<file path="src/logic/tlb_pkg.sv">
package tlb_pkg;

    typedef logic [18:0] vpn2_t;
    typedef logic [7:0]  asid_t;
    typedef logic [19:0] pfn_t;
    typedef logic [2:0]  cattr_t;

    // Field positions in EntryHi and EntryLo
    localparam int VPN2_LSB = 13;
    localparam int ASID_LSB = 0;
    localparam int PFN_LSB  = 6;
    localparam int C_LSB    = 3;
    localparam int D_BIT    = 2;
    localparam int V_BIT    = 1;
    localparam int G_BIT    = 0;

endpackage

</file>
<file path="src/logic/cp0_pkg.sv">
package cp0_pkg;

    typedef logic [31:0] word_t;
    typedef logic [7:0]  cp0_addr_t;    // {rd, sel}
    typedef logic [4:0]  exc_code_t;

    // Register addresses, all at sel 0
    localparam cp0_addr_t INDEX_ADDR    = {5'd0, 3'd0};
    localparam cp0_addr_t ENTRYLO0_ADDR = {5'd2, 3'd0};
    localparam cp0_addr_t ENTRYLO1_ADDR = {5'd3, 3'd0};
    localparam cp0_addr_t BADVADDR_ADDR = {5'd8, 3'd0};
    localparam cp0_addr_t COUNT_ADDR    = {5'd9, 3'd0};
    localparam cp0_addr_t ENTRYHI_ADDR  = {5'd10, 3'd0};
    localparam cp0_addr_t COMPARE_ADDR  = {5'd11, 3'd0};
    localparam cp0_addr_t STATUS_ADDR   = {5'd12, 3'd0};
    localparam cp0_addr_t CAUSE_ADDR    = {5'd13, 3'd0};
    localparam cp0_addr_t EPC_ADDR      = {5'd14, 3'd0};

    localparam exc_code_t EXC_INT  = 5'd0;
    localparam exc_code_t EXC_ADEL = 5'd4;     // Load or fetch
    localparam exc_code_t EXC_ADES = 5'd5;     // Store
    localparam exc_code_t EXC_SYS  = 5'd8;
    localparam exc_code_t EXC_BP   = 5'd9;
    localparam exc_code_t EXC_RI   = 5'd10;
    localparam exc_code_t EXC_OV   = 5'd12;

    // Coprocessor action of the retiring instruction
    typedef enum logic [2:0] {
        OP_NONE,
        OP_MTC0,
        OP_MFC0,
        OP_ERET,
        OP_TLBP,
        OP_TLBR,
        OP_TLBWI
    } commit_op_t;

    localparam word_t EXC_VECTOR    = 32'hBFC0_0380;    // Bev is fixed at 1
    localparam word_t COMPARE_RESET = 32'h0001_55cc;

endpackage
</file>
<file path="src/logic/cp0_tlb_top.sv">
`timescale 1ns/10ps

module cp0_tlb_top #(
    parameter int TLB_ENTRIES = 16
) (
    input  logic                clk,
    input  logic                reset,
    input  logic                valid,
    input  cp0_pkg::commit_op_t op,
    input  logic [4:0]          rd,
    input  logic [2:0]          sel,
    input  cp0_pkg::word_t      wdata,
    input  logic                ex,
    input  cp0_pkg::exc_code_t  exc_code,
    input  cp0_pkg::word_t      pc,
    input  logic                bd,
    input  cp0_pkg::word_t      bad_vaddr,
    input  logic [5:0]          ext_int,
    output cp0_pkg::word_t      rdata,
    output logic                flush,
    output cp0_pkg::word_t      flush_pc,
    output logic                eret_flush,
    output logic                exc_flush,
    output logic                timer_int
);

    import cp0_pkg::*;
    import tlb_pkg::*;

    localparam int IDX_W = $clog2(TLB_ENTRIES);

    // Commit unit to register file and TLB
    logic       mtc0_we, eret, exc, tlbp, tlbr, tlbwi;
    exc_code_t  exc_code_out;
    cp0_addr_t  addr;

    // Register file state seen by the commit unit
    logic       status_ie, status_exl;
    logic [7:0] status_im, cause_ip;
    word_t      epc;

    // Entry registers toward the TLB
    vpn2_t      entryhi_vpn2;
    asid_t      entryhi_asid;
    pfn_t       lo0_pfn, lo1_pfn;
    cattr_t     lo0_c, lo1_c;
    logic       lo0_d, lo0_v, lo0_g, lo1_d, lo1_v, lo1_g;
    logic [IDX_W-1:0] index;

    // Probe and read results back from the TLB
    logic       found;
    logic [IDX_W-1:0] probe_index;
    vpn2_t      rd_vpn2;
    asid_t      rd_asid;
    logic       rd_g;
    pfn_t       rd_pfn0, rd_pfn1;
    cattr_t     rd_c0, rd_c1;
    logic       rd_d0, rd_v0, rd_d1, rd_v1;

    cp0_commit i_cp0_commit (.*);

    cp0_regs #(
        .TLB_ENTRIES(TLB_ENTRIES)
    ) i_cp0_regs (.*);

    tlb_array #(
        .TLB_ENTRIES(TLB_ENTRIES)
    ) i_tlb_array (.*);

endmodule

</file>
<file path="src/logic/tlb_array.sv">
`timescale 1ns/10ps

module tlb_array #(
    parameter int TLB_ENTRIES = 16
) (
    input  logic                           clk,
    input  logic                           reset,
    input  logic                           tlbwi,
    input  logic [$clog2(TLB_ENTRIES)-1:0] index,
    input  tlb_pkg::vpn2_t                 entryhi_vpn2,
    input  tlb_pkg::asid_t                 entryhi_asid,
    input  tlb_pkg::pfn_t                  lo0_pfn,
    input  tlb_pkg::cattr_t                lo0_c,
    input  logic                           lo0_d,
    input  logic                           lo0_v,
    input  logic                           lo0_g,
    input  tlb_pkg::pfn_t                  lo1_pfn,
    input  tlb_pkg::cattr_t                lo1_c,
    input  logic                           lo1_d,
    input  logic                           lo1_v,
    input  logic                           lo1_g,
    output logic                           found,
    output logic [$clog2(TLB_ENTRIES)-1:0] probe_index,
    output tlb_pkg::vpn2_t                 rd_vpn2,
    output tlb_pkg::asid_t                 rd_asid,
    output logic                           rd_g,
    output tlb_pkg::pfn_t                  rd_pfn0,
    output tlb_pkg::cattr_t                rd_c0,
    output logic                           rd_d0,
    output logic                           rd_v0,
    output tlb_pkg::pfn_t                  rd_pfn1,
    output tlb_pkg::cattr_t                rd_c1,
    output logic                           rd_d1,
    output logic                           rd_v1
);

    import tlb_pkg::*;

    localparam int IDX_W = $clog2(TLB_ENTRIES);

    vpn2_t  tlb_vpn2 [TLB_ENTRIES];
    asid_t  tlb_asid [TLB_ENTRIES];
    logic   tlb_g    [TLB_ENTRIES];
    logic   tlb_v0   [TLB_ENTRIES];
    logic   tlb_v1   [TLB_ENTRIES];
    pfn_t   tlb_pfn0 [TLB_ENTRIES];
    cattr_t tlb_c0   [TLB_ENTRIES];
    logic   tlb_d0   [TLB_ENTRIES];
    pfn_t   tlb_pfn1 [TLB_ENTRIES];
    cattr_t tlb_c1   [TLB_ENTRIES];
    logic   tlb_d1   [TLB_ENTRIES];

    logic [TLB_ENTRIES-1:0] match;

    // Reset clears the tag side and the valid bits
    always_ff @(posedge clk) begin
        if (reset) begin
            for (int i = 0; i < TLB_ENTRIES; i++) begin
                tlb_vpn2[i] <= '0;
                tlb_asid[i] <= '0;
                tlb_g[i]    <= 1'b0;
                tlb_v0[i]   <= 1'b0;
                tlb_v1[i]   <= 1'b0;
            end
        end else if (tlbwi) begin
            tlb_vpn2[index] <= entryhi_vpn2;
            tlb_asid[index] <= entryhi_asid;
            tlb_g[index]    <= lo0_g & lo1_g;   // Global only if both halves are
            tlb_v0[index]   <= lo0_v;
            tlb_v1[index]   <= lo1_v;
        end
    end

    always_ff @(posedge clk) begin
        if (tlbwi) begin
            tlb_pfn0[index] <= lo0_pfn;
            tlb_c0[index]   <= lo0_c;
            tlb_d0[index]   <= lo0_d;
            tlb_pfn1[index] <= lo1_pfn;
            tlb_c1[index]   <= lo1_c;
            tlb_d1[index]   <= lo1_d;
        end
    end

    always_comb begin
        for (int i = 0; i < TLB_ENTRIES; i++) begin
            match[i] = (tlb_vpn2[i] == entryhi_vpn2) &&
                       (tlb_g[i] || tlb_asid[i] == entryhi_asid);
        end
    end

    assign found = |match;

    always_comb begin
        probe_index = '0;
        for (int i = TLB_ENTRIES - 1; i >= 0; i--) begin
            if (match[i])
                probe_index = IDX_W'(i);        // Lowest hit wins
        end
    end

    assign rd_vpn2 = tlb_vpn2[index];
    assign rd_asid = tlb_asid[index];
    assign rd_g    = tlb_g[index];
    assign rd_pfn0 = tlb_pfn0[index];
    assign rd_c0   = tlb_c0[index];
    assign rd_d0   = tlb_d0[index];
    assign rd_v0   = tlb_v0[index];
    assign rd_pfn1 = tlb_pfn1[index];
    assign rd_c1   = tlb_c1[index];
    assign rd_d1   = tlb_d1[index];
    assign rd_v1   = tlb_v1[index];

endmodule

</file>
<file path="src/logic/cp0_regs.sv">
`timescale 1ns/10ps

module cp0_regs #(
    parameter int TLB_ENTRIES = 16
) (
    input  logic                           clk,
    input  logic                           reset,
    input  logic                           mtc0_we,
    input  logic                           eret,
    input  logic                           exc,
    input  cp0_pkg::exc_code_t             exc_code_out,
    input  logic                           tlbp,
    input  logic                           tlbr,
    input  cp0_pkg::cp0_addr_t             addr,
    input  cp0_pkg::word_t                 wdata,
    input  cp0_pkg::word_t                 pc,
    input  logic                           bd,
    input  cp0_pkg::word_t                 bad_vaddr,
    input  logic [5:0]                     ext_int,
    input  logic                           found,
    input  logic [$clog2(TLB_ENTRIES)-1:0] probe_index,
    input  tlb_pkg::vpn2_t                 rd_vpn2,
    input  tlb_pkg::asid_t                 rd_asid,
    input  logic                           rd_g,
    input  tlb_pkg::pfn_t                  rd_pfn0,
    input  tlb_pkg::cattr_t                rd_c0,
    input  logic                           rd_d0,
    input  logic                           rd_v0,
    input  tlb_pkg::pfn_t                  rd_pfn1,
    input  tlb_pkg::cattr_t                rd_c1,
    input  logic                           rd_d1,
    input  logic                           rd_v1,
    output cp0_pkg::word_t                 rdata,
    output logic                           status_ie,
    output logic                           status_exl,
    output logic [7:0]                     status_im,
    output logic [7:0]                     cause_ip,
    output cp0_pkg::word_t                 epc,
    output logic                           timer_int,
    output tlb_pkg::vpn2_t                 entryhi_vpn2,
    output tlb_pkg::asid_t                 entryhi_asid,
    output tlb_pkg::pfn_t                  lo0_pfn,
    output tlb_pkg::cattr_t                lo0_c,
    output logic                           lo0_d,
    output logic                           lo0_v,
    output logic                           lo0_g,
    output tlb_pkg::pfn_t                  lo1_pfn,
    output tlb_pkg::cattr_t                lo1_c,
    output logic                           lo1_d,
    output logic                           lo1_v,
    output logic                           lo1_g,
    output logic [$clog2(TLB_ENTRIES)-1:0] index
);

    import cp0_pkg::*;
    import tlb_pkg::*;

    localparam int IDX_W = $clog2(TLB_ENTRIES);
    localparam cp0_addr_t LO_ADDR [2] = '{ENTRYLO0_ADDR, ENTRYLO1_ADDR};

    logic      cause_bd;
    logic      cause_ti;
    exc_code_t cause_exc;
    word_t     badvaddr;
    word_t     count;
    word_t     compare;
    logic      tick;         // Halves the Count rate
    logic      index_p;

    // EntryLo0 and EntryLo1 share one update rule
    pfn_t   lo_pfn [2];
    cattr_t lo_c   [2];
    logic   lo_d   [2];
    logic   lo_v   [2];
    logic   lo_g   [2];
    pfn_t   tlb_pfn [2];
    cattr_t tlb_c   [2];
    logic   tlb_d   [2];
    logic   tlb_v   [2];

    always_ff @(posedge clk) begin
        if (reset) begin
            status_ie  <= 1'b0;
            status_exl <= 1'b0;
            status_im  <= '0;
        end else begin
            if (mtc0_we && addr == STATUS_ADDR) begin
                status_ie <= wdata[0];
                status_im <= wdata[15:8];
            end
            if (exc)
                status_exl <= 1'b1;
            else if (eret)
                status_exl <= 1'b0;
            else if (mtc0_we && addr == STATUS_ADDR)
                status_exl <= wdata[1];
        end
    end

    always_ff @(posedge clk) begin
        if (reset) begin
            cause_bd <= 1'b0;
            cause_ti <= 1'b0;
            cause_ip <= '0;
        end else begin
            if (exc && !status_exl)
                cause_bd <= bd;
            if (mtc0_we && addr == COMPARE_ADDR)
                cause_ti <= 1'b0;
            else if (count == compare)
                cause_ti <= 1'b1;
            cause_ip[7]   <= ext_int[5] | cause_ti;
            cause_ip[6:2] <= ext_int[4:0];
            if (mtc0_we && addr == CAUSE_ADDR)
                cause_ip[1:0] <= wdata[9:8];    // Software interrupts
        end
    end

    assign timer_int = cause_ti;

    always_ff @(posedge clk) begin
        if (exc)
            cause_exc <= exc_code_out;
        if (exc && (exc_code_out == EXC_ADEL || exc_code_out == EXC_ADES))
            badvaddr <= (pc[1:0] != 2'b00) ? pc : bad_vaddr;   // Fetch fault first
        if (exc && !status_exl)
            epc <= bd ? pc - 32'd4 : pc;        // Branch owns the delay slot
        else if (mtc0_we && addr == EPC_ADDR)
            epc <= wdata;
    end

    always_ff @(posedge clk) begin
        if (reset) begin
            tick    <= 1'b0;
            count   <= '0;
            compare <= COMPARE_RESET;
        end else begin
            tick <= ~tick;
            if (mtc0_we && addr == COUNT_ADDR)
                count <= wdata;
            else if (tick)
                count <= count + 32'd1;
            if (mtc0_we && addr == COMPARE_ADDR)
                compare <= wdata;
        end
    end

    always_ff @(posedge clk) begin
        if (mtc0_we && addr == ENTRYHI_ADDR) begin
            entryhi_vpn2 <= wdata[VPN2_LSB +: $bits(vpn2_t)];
            entryhi_asid <= wdata[ASID_LSB +: $bits(asid_t)];
        end else if (tlbr) begin
            entryhi_vpn2 <= rd_vpn2;
            entryhi_asid <= rd_asid;
        end
    end

    assign tlb_pfn[0] = rd_pfn0;
    assign tlb_c[0]   = rd_c0;
    assign tlb_d[0]   = rd_d0;
    assign tlb_v[0]   = rd_v0;
    assign tlb_pfn[1] = rd_pfn1;
    assign tlb_c[1]   = rd_c1;
    assign tlb_d[1]   = rd_d1;
    assign tlb_v[1]   = rd_v1;

    always_ff @(posedge clk) begin
        for (int i = 0; i < 2; i++) begin
            if (mtc0_we && addr == LO_ADDR[i]) begin
                lo_pfn[i] <= wdata[PFN_LSB +: $bits(pfn_t)];
                lo_c[i]   <= wdata[C_LSB +: $bits(cattr_t)];
                lo_d[i]   <= wdata[D_BIT];
                lo_v[i]   <= wdata[V_BIT];
                lo_g[i]   <= wdata[G_BIT];
            end else if (tlbr) begin
                lo_pfn[i] <= tlb_pfn[i];
                lo_c[i]   <= tlb_c[i];
                lo_d[i]   <= tlb_d[i];
                lo_v[i]   <= tlb_v[i];
                lo_g[i]   <= rd_g;              // Entry keeps a single G
            end
        end
    end

    assign lo0_pfn = lo_pfn[0];
    assign lo0_c   = lo_c[0];
    assign lo0_d   = lo_d[0];
    assign lo0_v   = lo_v[0];
    assign lo0_g   = lo_g[0];
    assign lo1_pfn = lo_pfn[1];
    assign lo1_c   = lo_c[1];
    assign lo1_d   = lo_d[1];
    assign lo1_v   = lo_v[1];
    assign lo1_g   = lo_g[1];

    always_ff @(posedge clk) begin
        if (reset) begin
            index_p <= 1'b0;
            index   <= '0;
        end else begin
            if (tlbp)
                index_p <= ~found;
            if (mtc0_we && addr == INDEX_ADDR)
                index <= wdata[IDX_W-1:0];
            else if (tlbp && found)
                index <= probe_index;           // Miss leaves Index alone
        end
    end

    always_comb begin
        case (addr)
            INDEX_ADDR:    rdata = {index_p, {(31 - IDX_W){1'b0}}, index};
            ENTRYLO0_ADDR: rdata = {6'b0, lo_pfn[0], lo_c[0], lo_d[0], lo_v[0], lo_g[0]};
            ENTRYLO1_ADDR: rdata = {6'b0, lo_pfn[1], lo_c[1], lo_d[1], lo_v[1], lo_g[1]};
            BADVADDR_ADDR: rdata = badvaddr;
            COUNT_ADDR:    rdata = count;
            ENTRYHI_ADDR:  rdata = {entryhi_vpn2, 5'b0, entryhi_asid};
            COMPARE_ADDR:  rdata = compare;
            STATUS_ADDR:   rdata = {9'b0, 1'b1, 6'b0, status_im, 6'b0, status_exl, status_ie};
            CAUSE_ADDR:    rdata = {cause_bd, cause_ti, 14'b0, cause_ip, 1'b0, cause_exc, 2'b0};
            EPC_ADDR:      rdata = epc;
            default:       rdata = '0;
        endcase
    end

endmodule

</file>
<file path="src/logic/cp0_commit.sv">
`timescale 1ns/10ps

module cp0_commit (
    input  logic                clk,
    input  logic                reset,
    input  logic                valid,
    input  cp0_pkg::commit_op_t op,
    input  logic [4:0]          rd,
    input  logic [2:0]          sel,
    input  cp0_pkg::word_t      wdata,
    input  logic                ex,
    input  cp0_pkg::exc_code_t  exc_code,
    input  cp0_pkg::word_t      pc,
    input  logic                bd,
    input  cp0_pkg::word_t      bad_vaddr,
    input  logic                status_ie,
    input  logic                status_exl,
    input  logic [7:0]          status_im,
    input  logic [7:0]          cause_ip,
    input  cp0_pkg::word_t      epc,
    output logic                mtc0_we,
    output logic                eret,
    output logic                exc,
    output cp0_pkg::exc_code_t  exc_code_out,
    output logic                tlbp,
    output logic                tlbr,
    output logic                tlbwi,
    output cp0_pkg::cp0_addr_t  addr,
    output logic                flush,
    output cp0_pkg::word_t      flush_pc,
    output logic                eret_flush,
    output logic                exc_flush
);

    import cp0_pkg::*;

    logic int_pending;
    logic take_int;
    logic commit_act;

    assign int_pending = |(cause_ip & status_im);
    assign take_int    = valid && !ex && status_ie && !status_exl && int_pending;
    assign commit_act  = valid && !ex && !take_int;    // Own action survives

    assign addr         = {rd, sel};
    assign exc          = valid && (ex || take_int);
    assign exc_code_out = take_int ? EXC_INT : exc_code;

    always_comb begin
        mtc0_we = 1'b0;
        eret    = 1'b0;
        tlbp    = 1'b0;
        tlbr    = 1'b0;
        tlbwi   = 1'b0;
        if (commit_act) begin
            case (op)
                OP_MTC0:  mtc0_we = 1'b1;
                OP_ERET:  eret    = 1'b1;
                OP_TLBP:  tlbp    = 1'b1;
                OP_TLBR:  tlbr    = 1'b1;
                OP_TLBWI: tlbwi   = 1'b1;
                default:  ;                 // mfc0 is served by the read mux
            endcase
        end
    end

    // Redirect in the same cycle as the commit
    assign exc_flush  = exc;
    assign eret_flush = eret;
    assign flush      = exc_flush || eret_flush;
    assign flush_pc   = exc_flush ? EXC_VECTOR : epc;

endmodule

</file>
<file path="config.mk">
export PLATFORM = sky130hd
export DESIGN_NAME = cp0_tlb_top
export DESIGN_NICKNAME = d
export VERILOG_FILES = /design/src/logic/tlb_pkg.sv /design/src/logic/cp0_pkg.sv /design/src/logic/cp0_tlb_top.sv /design/src/logic/tlb_array.sv /design/src/logic/cp0_regs.sv /design/src/logic/cp0_commit.sv
export SDC_FILE = /design/constraint.sdc
export NUM_CORES = 2
export LEC_CHECK = 0
export BUFFER_PORTS_ARGS = -buffer_cell sky130_fd_sc_hd__buf_2
export CORE_MARGIN = 2
export CORE_UTILIZATION = 57
export DETAILED_ROUTE_END_ITERATION = 8
export HOLD_SLACK_MARGIN = 0.12
export PLACE_DENSITY = 0.77
export RECOVER_POWER = 100
export SYNTH_ARGS = -nofsm -noshare
export SYNTH_HDL_FRONTEND = slang
export SYNTH_HIERARCHICAL = 1
export SYNTH_SLANG_ARGS = --single-unit
</file>
<file path="constraint.sdc">
create_clock -name clk -period 6.27 [get_ports clk]
set_input_delay 0.3135 -clock clk [delete_from_list [all_inputs] [get_ports clk]]
set_output_delay 0.3135 -clock clk [all_outputs]
set_load 0.01 [all_outputs]
</file>
# Word-level counts from Yosys, hierarchy flattened
# Memory sizes are Yosys's and may differ from the RTL's. A register that Yosys moved wholly into a read port is not among the register bits.
# Index checks and enable logic that the tools add are counted.
dict set report word_totals {
  regBits 186
  latchBits 0
  mem_bits_rw 1300
  rom_bits 0
  wordCells 276
  memories 16
}
# name words width read_ports rd_clocked_by_memory_dff write_ports line_no
set memory_table {}
lappend memory_table {i_tlb_array.tlb_pfn0 16 20 1 1 1 tlb_array.sv:46} ;# pfn_t tlb_pfn0 [TLB_ENTRIES];
lappend memory_table {i_tlb_array.tlb_pfn1 16 20 1 1 1 tlb_array.sv:49} ;# pfn_t tlb_pfn1 [TLB_ENTRIES];
lappend memory_table {i_tlb_array.tlb_vpn2 16 19 17 1 16 tlb_array.sv:41} ;# vpn2_t tlb_vpn2 [TLB_ENTRIES];
lappend memory_table {i_tlb_array.tlb_asid 16 8 17 1 16 tlb_array.sv:42} ;# asid_t tlb_asid [TLB_ENTRIES];
lappend memory_table {i_tlb_array.tlb_c0 16 3 1 1 1 tlb_array.sv:47} ;# cattr_t tlb_c0 [TLB_ENTRIES];
lappend memory_table {i_tlb_array.tlb_c1 16 3 1 1 1 tlb_array.sv:50} ;# cattr_t tlb_c1 [TLB_ENTRIES];
lappend memory_table {{+10 memories} - - - - - -}
dict set report classes {
  addsub 2
  multipliers 0
  n_div 0
  n_lt_le_gt_ge 0
  n_eq_ne 49
  shifts 0
  n_mux 106
  n_bitwise 15
  reduce_logical 71
}
# operator n
set ops {}
lappend ops {{$pmux 32 s10} 1}
lappend ops {{$eq 19x19->1} 16}
lappend ops {{$mux 32} 7}
lappend ops {{$mux 4} 45}
lappend ops {{$eq 8x8->1} 16}
lappend ops {{$mux 19} 3}
lappend ops {{$eq 8x7->1 const B} 7}
lappend ops {{$mux 1} 42}
lappend ops {{$mux 20} 2}
lappend ops {{$logic_and 1x1->1} 34}
lappend ops {{$add 32x1->32 const B} 1}
lappend ops {{$eq 32x32->1} 1}
lappend ops {{$sub 32x3->32 const B} 1}
lappend ops {{$mux 8} 3}
lappend ops {{$logic_or 1x1->1} 19}
lappend ops {{$reduce_or 19->1} 1}
lappend ops {{$eq 8x5->1 const B} 2}
lappend ops {{$reduce_or 16->1} 1}
lappend ops {{$reduce_or 8->1} 2}
lappend ops {{$or 1x1->1} 11}
lappend ops {{$eq 5x3->1 const B} 2}
lappend ops {{$reduce_bool 2->1} 5}
lappend ops {{$eq 3x3->1 const B} 3}
lappend ops {{$and 8x8->8} 1}
lappend ops {{11 further kinds} 17}

# Longest topological paths before layout
dict set report depth {
  depth_word 23
  mapped_depth 14
}

# Cells and area by module
# Netlist, hierarchy kept.
# module instances cells_per_inst area_per_inst_um2 seq_area_each_um2
set modules_own_cells {}
lappend modules_own_cells {tlb_array 1 3061 55748.5 37475.9}
lappend modules_own_cells {cp0_regs 1 1220 12832.3 6246.0}
lappend modules_own_cells {cp0_commit 1 77 536.8 0.0}

# Worst setup path before layout
# No wires, ideal clock.
dict set report synth_timing {
  kind {register to register}
  startpoint {reg i_cp0_regs.cause_ip[1]}
  endpoint {mem i_tlb_array/tlb_asid[4][0] (netlist name), enable pin}
  t_arrival_ps 5838
  setup_slack_ps 58
  stages_incl_launch_ff 8
  path_buffers 0
  cell_sequence {dfxtp_1 a22o_1 a221oi_4 a21oi_1 nor4_1 nand3b_1 nor3_1 or2_2}
}
# item line_no
set synth_lines {}
lappend synth_lines {{start: declaration} cp0_regs.sv:37} ;# output logic [7:0] cause_ip,
lappend synth_lines {{start signal: assignment} cp0_regs.sv:115} ;# cause_ip[1:0] <= wdata[9:8];
lappend synth_lines {{end: declaration} tlb_array.sv:42}

# Worst setup path in the final report
dict set report layout_timing {
  startpoint {reg i_cp0_regs.cause_ip[2]}
  endpoint {mem i_tlb_array/tlb_pfn1[7][17] (netlist name), enable pin}
}
dict set report layout_between {
  elab_chain_cells 8
}
# item line_no
set layout_lines {}
lappend layout_lines {{start signal: assignment} cp0_regs.sv:113} ;# cause_ip[6:2] <= ext_int[4:0];
lappend layout_lines {{$and 8x8->8} cp0_commit.sv:41} ;# assign int_pending = |(cause_ip & status_im);
lappend layout_lines {{$reduce_or 8->1} cp0_commit.sv:41}
lappend layout_lines {{$logic_and 1x1->1} cp0_commit.sv:42} ;# assign take_int = valid && !ex && status_ie && !status_exl && int_pending;
lappend layout_lines {{$logic_not 1->1} cp0_commit.sv:43} ;# assign commit_act = valid && !ex && !take_int;
lappend layout_lines {{$logic_and 1x1->1} cp0_commit.sv:43}
lappend layout_lines {{$mux 1} cp0_commit.sv:55} ;# if (commit_act) begin
lappend layout_lines {{via tlbwi} cp0_tlb_top.sv:33} ;# logic mtc0_we, eret, exc, tlbp, tlbr, tlbwi;
lappend layout_lines {{$mux 1} tlb_array.sv:75} ;# if (tlbwi) begin
lappend layout_lines {{$mux 1 (implied by the code)} tlb_array.sv:79} ;# tlb_pfn1[index] <= lo1_pfn;
lappend layout_lines {{end: declaration} tlb_array.sv:49}
# The timed path passes the listed nets, and every way through them passes these cells.

==> results.py <==
metrics = {
    "floorplan": {
        "floorplan.core_area_mm2": 0.1201,
        "floorplan.rows": 127,
        "chipHeight_um": 352.2,
        "die_width_um": 352.2,
        "starting_density": 0.5754,
        "design.die.area_mm2": 0.1241,
        "io_pins": 191,
    },
    "critical_path": {
        "worst-path-max-fanout": 48,
        "setup.worst_path.start_class": "register",
        "critical_path.reg2reg.startpoint": "i_cp0_regs/cause_ip[2]$_SDFF_PP0_",
        "r2r.worst_path.cells": 8,
        "timing_worst_setup_path_type": "register to register",
        "cp_data_required_time_ps": 6620,
        "critical_path_arrival_ps": 5380,
        "regToRegEndpoint": "i_tlb_array/tlb_pfn1[7][17]$_DFFE_PP_",
        "timing.critical_path.to_type": "register",
        "setup_slack_of_the_worst_register_to_register_path_ps": 1240,
    },
    "timing": {
        "maxSlewHeadroom": -1.693,
        "grt_setup_unrepaired": "false",
        "finalSetupTns_ps": 0,
        "timing_max_transition_violations_final": 1423,
        "timing_worst_slew_pin_value_ps": 4040,
        "timing.final.crit_share": 0.8025,
        "fin_hold_ws_ps": 232.8,
        "fmax_mhz": 198.8,
        "timing.final.hold_violations": 0,
        "fin_skew_ps": 27.92,
        "finalSetupViolations": 0,
        "post-route-min-period_ps": 5031,
    },
    "worst_hold_path": {
        "min-delay-start": "pc[27]",
        "worst_hold_path_type": "input port to register",
        "whs_path_depth": 3,
        "end_of_the_worst_hold_path": "i_cp0_regs/epc[27]$_DFFE_PP_",
    },
    "pwr": {
        "power.clock.fraction": 0.430,
        "power.leakage_nw": 25.44,
        "p_per_area_mw_per_mm2": 269.7,
        "vdd_drop_max_mv": 0.3048,
        "power.switching_mw": 4.595,
        "share_of_total_power_in_sequential_cells": 0.529,
        "intPower_mw": 16.28,
        "power_switching_share": 0.2201,
        "power_frac_comb": 0.041,
    },
    "logic_synthesis": {
        "yosysWarningCount": 6,
        "synth.top_cells.by_area": "sky130_fd_sc_hd__edfxtp_1, sky130_fd_sc_hd__mux4_2, sky130_fd_sc_hd__xor2_1",
        "synth_top_cell_by_area": "sky130_fd_sc_hd__edfxtp_1",
        "postSynthCellCount": 4358,
        "synthesis.nets": 4483,
        "avgSynthCellArea_um2": 15.86,
        "synth_async_sr_flop_share": 0,
        "synth.top_cell.area_share": 0.6065,
        "post_synth_num_cell_types": 70,
        "postSynthRegisterBits": 1486,
        "synth-seq-area-share": 0.6326,
        "synthesis.area_mm2": 0.06912,
        "synth_ff_type": "sky130_fd_sc_hd__edfxtp_1",
        "number_of_synthesized_flops_with_an_enable_pin": 1396,
    },
    "finish": {
        "layout-drive-gt1-share": 0.2020,
        "area.sequential_mm2": 0.04373,
        "final_nets": 4709,
        "areaGrowthSynthToFinish_pct": 11.97,
        "area_occupied_by_multi_input_gates_mm2": 0.02374,
        "design_area_mm2": 0.07739,
        "fillCellCount": 8329,
    },
    "run_status": {
        "failed_checks": "capacitance limit, slew limit",
        "status": "finished with violations",
    },
    "clocking": {
        "post_cts_buffers": 0,
        "clkTransAtPathRegs_ps": 60,
        "cell_chosen_for_the_clock_root": "sky130_fd_sc_hd__clkbuf_16",
        "cts_max_level": 4,
        "cts_sinks": 1486,
        "tritoncts": "built",
        "cts_resized": 0,
        "clock_latency_ps": 800,
        "cts_buffers": 152,
        "cts_max_path_buffers": 3,
    },
    "global_routing": {
        "grt_overflow_total": 0,
        "grt_pass1_vias": 42110,
        "globalRouteTotalUtil": 0.3509,
        "global_route_wire_length_before_repair_mm": 309.2,
        "grt_max_degree": 154,
        "antenna_found_initial": 29,
    },
    "route": {
        "vias": 42720,
        "detail-route-antenna-nets": 0,
        "number_of_iterations_in_the_first_detailed_routing_pass": 6,
        "drt_first_iter_violations": 7383,
        "postRouteWirelength_mm": 218.6,
        "wl_per_cell_um": 34.51,
        "detail_route.vias_per_cell": 6.743,
        "number_of_drc_violations_after_detailed_routing": 0,
    },
    "run": {
        "timing.max_cap.violations": 37,
    },
    "placement": {
        "placement_stage_cell_area_mm2": 0.07140,
        "gp_congestion": 1.040,
        "numPortBuffers": 190,
        "place_hpwl_mm": 136.6,
    },
}
==> metrics by stage <==
| step | cells | setup slack (ps) | util | total power, mW |
|---|---|---|---|---|
| detailed placement | 5898 | 2606 | 0.5944 | 11.99 |
| floorplan | 4358 | 57.97 | - | 11.59 |
| global route | 6325 | 1089 | 0.6440 | 21.33 |
| global placement | 5898 | 2632 | 0.5944 | 11.98 |
| CTS | 6320 | 2307 | 0.6468 | 20.88 |
| finish | 6335 | 1239 | 0.6442 | 20.87 |
==> flip-flops by register name, indices dropped and copies added, names as in the netlist, 40 cells and up <==
register / count
i_tlb_array/tlb_pfn0: 320
i_tlb_array/tlb_pfn1: 320
i_tlb_array/tlb_vpn2: 304
i_tlb_array/tlb_asid: 128
i_tlb_array/tlb_c0: 48
i_tlb_array/tlb_c1: 48
i_cp0_regs/lo_pfn: 40
==> worst max-delay path by stage <==
| stage | to | start | slack, ps | cells past startpoint |
|---|---|---|---|---|
| 2_1_floorplan | i_tlb_array/tlb_asid[4][0]$_SDFFCE_PN0P_ | i_cp0_regs/cause_ip[1]$_SDFFE_PP0P_ | 60 | 7 |
| 3_3_place_gp | i_cp0_regs/lo_pfn[1][16]$_DFFE_PP_ | i_cp0_regs/cause_ip[2]$_SDFF_PP0_ | 2630 | 8 |
| 3_5_place_dp | i_cp0_regs/lo_pfn[1][18]$_DFFE_PP_ | i_cp0_regs/cause_ip[2]$_SDFF_PP0_ | 2610 | 8 |
| 4_1_cts | rdata[2] | i_cp0_regs/index[2]$_SDFFE_PP0P_ | 2310 | 6 |
| 5_1_grt | i_tlb_array/tlb_v1[4]$_SDFFCE_PN0P_ | i_cp0_regs/cause_ip[2]$_SDFF_PP0_ | 1090 | 8 |
| 6_report | i_tlb_array/tlb_pfn1[7][17]$_DFFE_PP_ | i_cp0_regs/cause_ip[2]$_SDFF_PP0_ | 1240 | 8 |
==> per-layer routing <==
metal,global-route usage,wire length [um],vias to the layer above
met3,0.08740,26150,672
met4,0.1879,14020,20
met1,0.4676,77550,21620
met2,0.5367,100700,3236
met5,0,167,-
li1,-,-,17170
==> Yosys cell counts (all sizes together) (39+ instances only) <==
| cell type | instances |
|---|---|
| xor2 | 396 |
| nand2 | 151 |
| nor4 | 129 |
| o21ai | 54 |
| nand3 | 39 |
| mux2i | 51 |
| clkbuf | 214 |
| a21oi | 61 |
| mux4 | 390 |
| edfxtp | 1396 |
| mux2 | 118 |
| dfxtp | 90 |
| nor3 | 41 |
| xnor2 | 126 |
| and3 | 41 |
| and2 | 477 |
| buf | 144 |
| nor2 | 119 |
==> power by group through the flow <==
stage,Combinational [mW],Clock (mW),Sequential (mW)
2_1_floorplan,0.405,0,11.2
3_3_place_gp,0.733,0,11.2
3_5_place_dp,0.735,0,11.3
4_1_cts,0.819,9.02,11.0
5_1_grt,0.864,9.40,11.1
6_report,0.846,8.98,11.1
==> timing repair <==
item                       in CTS  in global routing
hold buffers                  144                  0
hold endpoints to repair      179                  0
setup endpoints to repair       0                  0
==> cell usage in the layout, fill, tap and decap left out, types with 126 or more instances in the layout <==
cell	synthesis	layout
sky130_fd_sc_hd__edfxtp_1	1396	1396
sky130_fd_sc_hd__xor2_1	396	396
sky130_fd_sc_hd__mux4_2	390	390
sky130_fd_sc_hd__and2_0	1	258
sky130_fd_sc_hd__and2_1	476	219
sky130_fd_sc_hd__clkbuf_16	0	156
sky130_fd_sc_hd__nand2_1	151	151
sky130_fd_sc_hd__dlygate4sd3_1	0	144
sky130_fd_sc_hd__buf_2	96	128
sky130_fd_sc_hd__xnor2_1	126	126
==> layout make-up <==
class,count,share of cell area
clock inverters,81,0.01027
diodes,15,0.0004850
well taps,1612,0.02606
repair buffers,430,0.03825
multi-input cells,2500,0.3067
inverters,14,0.0006790
clock buffers,197,0.05243
flip-flops and latches,1486,0.5651
==> critical path, cell delays in order, from the launching register on <==
cell and delay (ps):
sky130_fd_sc_hd__dfxtp_1 310, sky130_fd_sc_hd__a22o_1 230, sky130_fd_sc_hd__a221oi_1 430, sky130_fd_sc_hd__a21oi_1 290, sky130_fd_sc_hd__nor4_1 330, sky130_fd_sc_hd__clkbuf_1 720, sky130_fd_sc_hd__nand3b_1 500, sky130_fd_sc_hd__nor2_4 250
sky130_fd_sc_hd__clkbuf_2 1490
==> logic make-up (layout without fill, tap and decap cells) <==
group           after synthesis  in the layout  share of synthesized area
compound gates              273            273                    0.02697
xor+xnor                    522            522                    0.06615
fa+ha+maj                     2              2                  0.0003620
buf+inv                     372            722                    0.02551
flops                      1486           1486                     0.6326
mux                         559            559                     0.1537
other cells                   0             15                          0
simple gates               1144           1144                    0.09475
No activity file was read; power rests on OpenSTA's default activity.
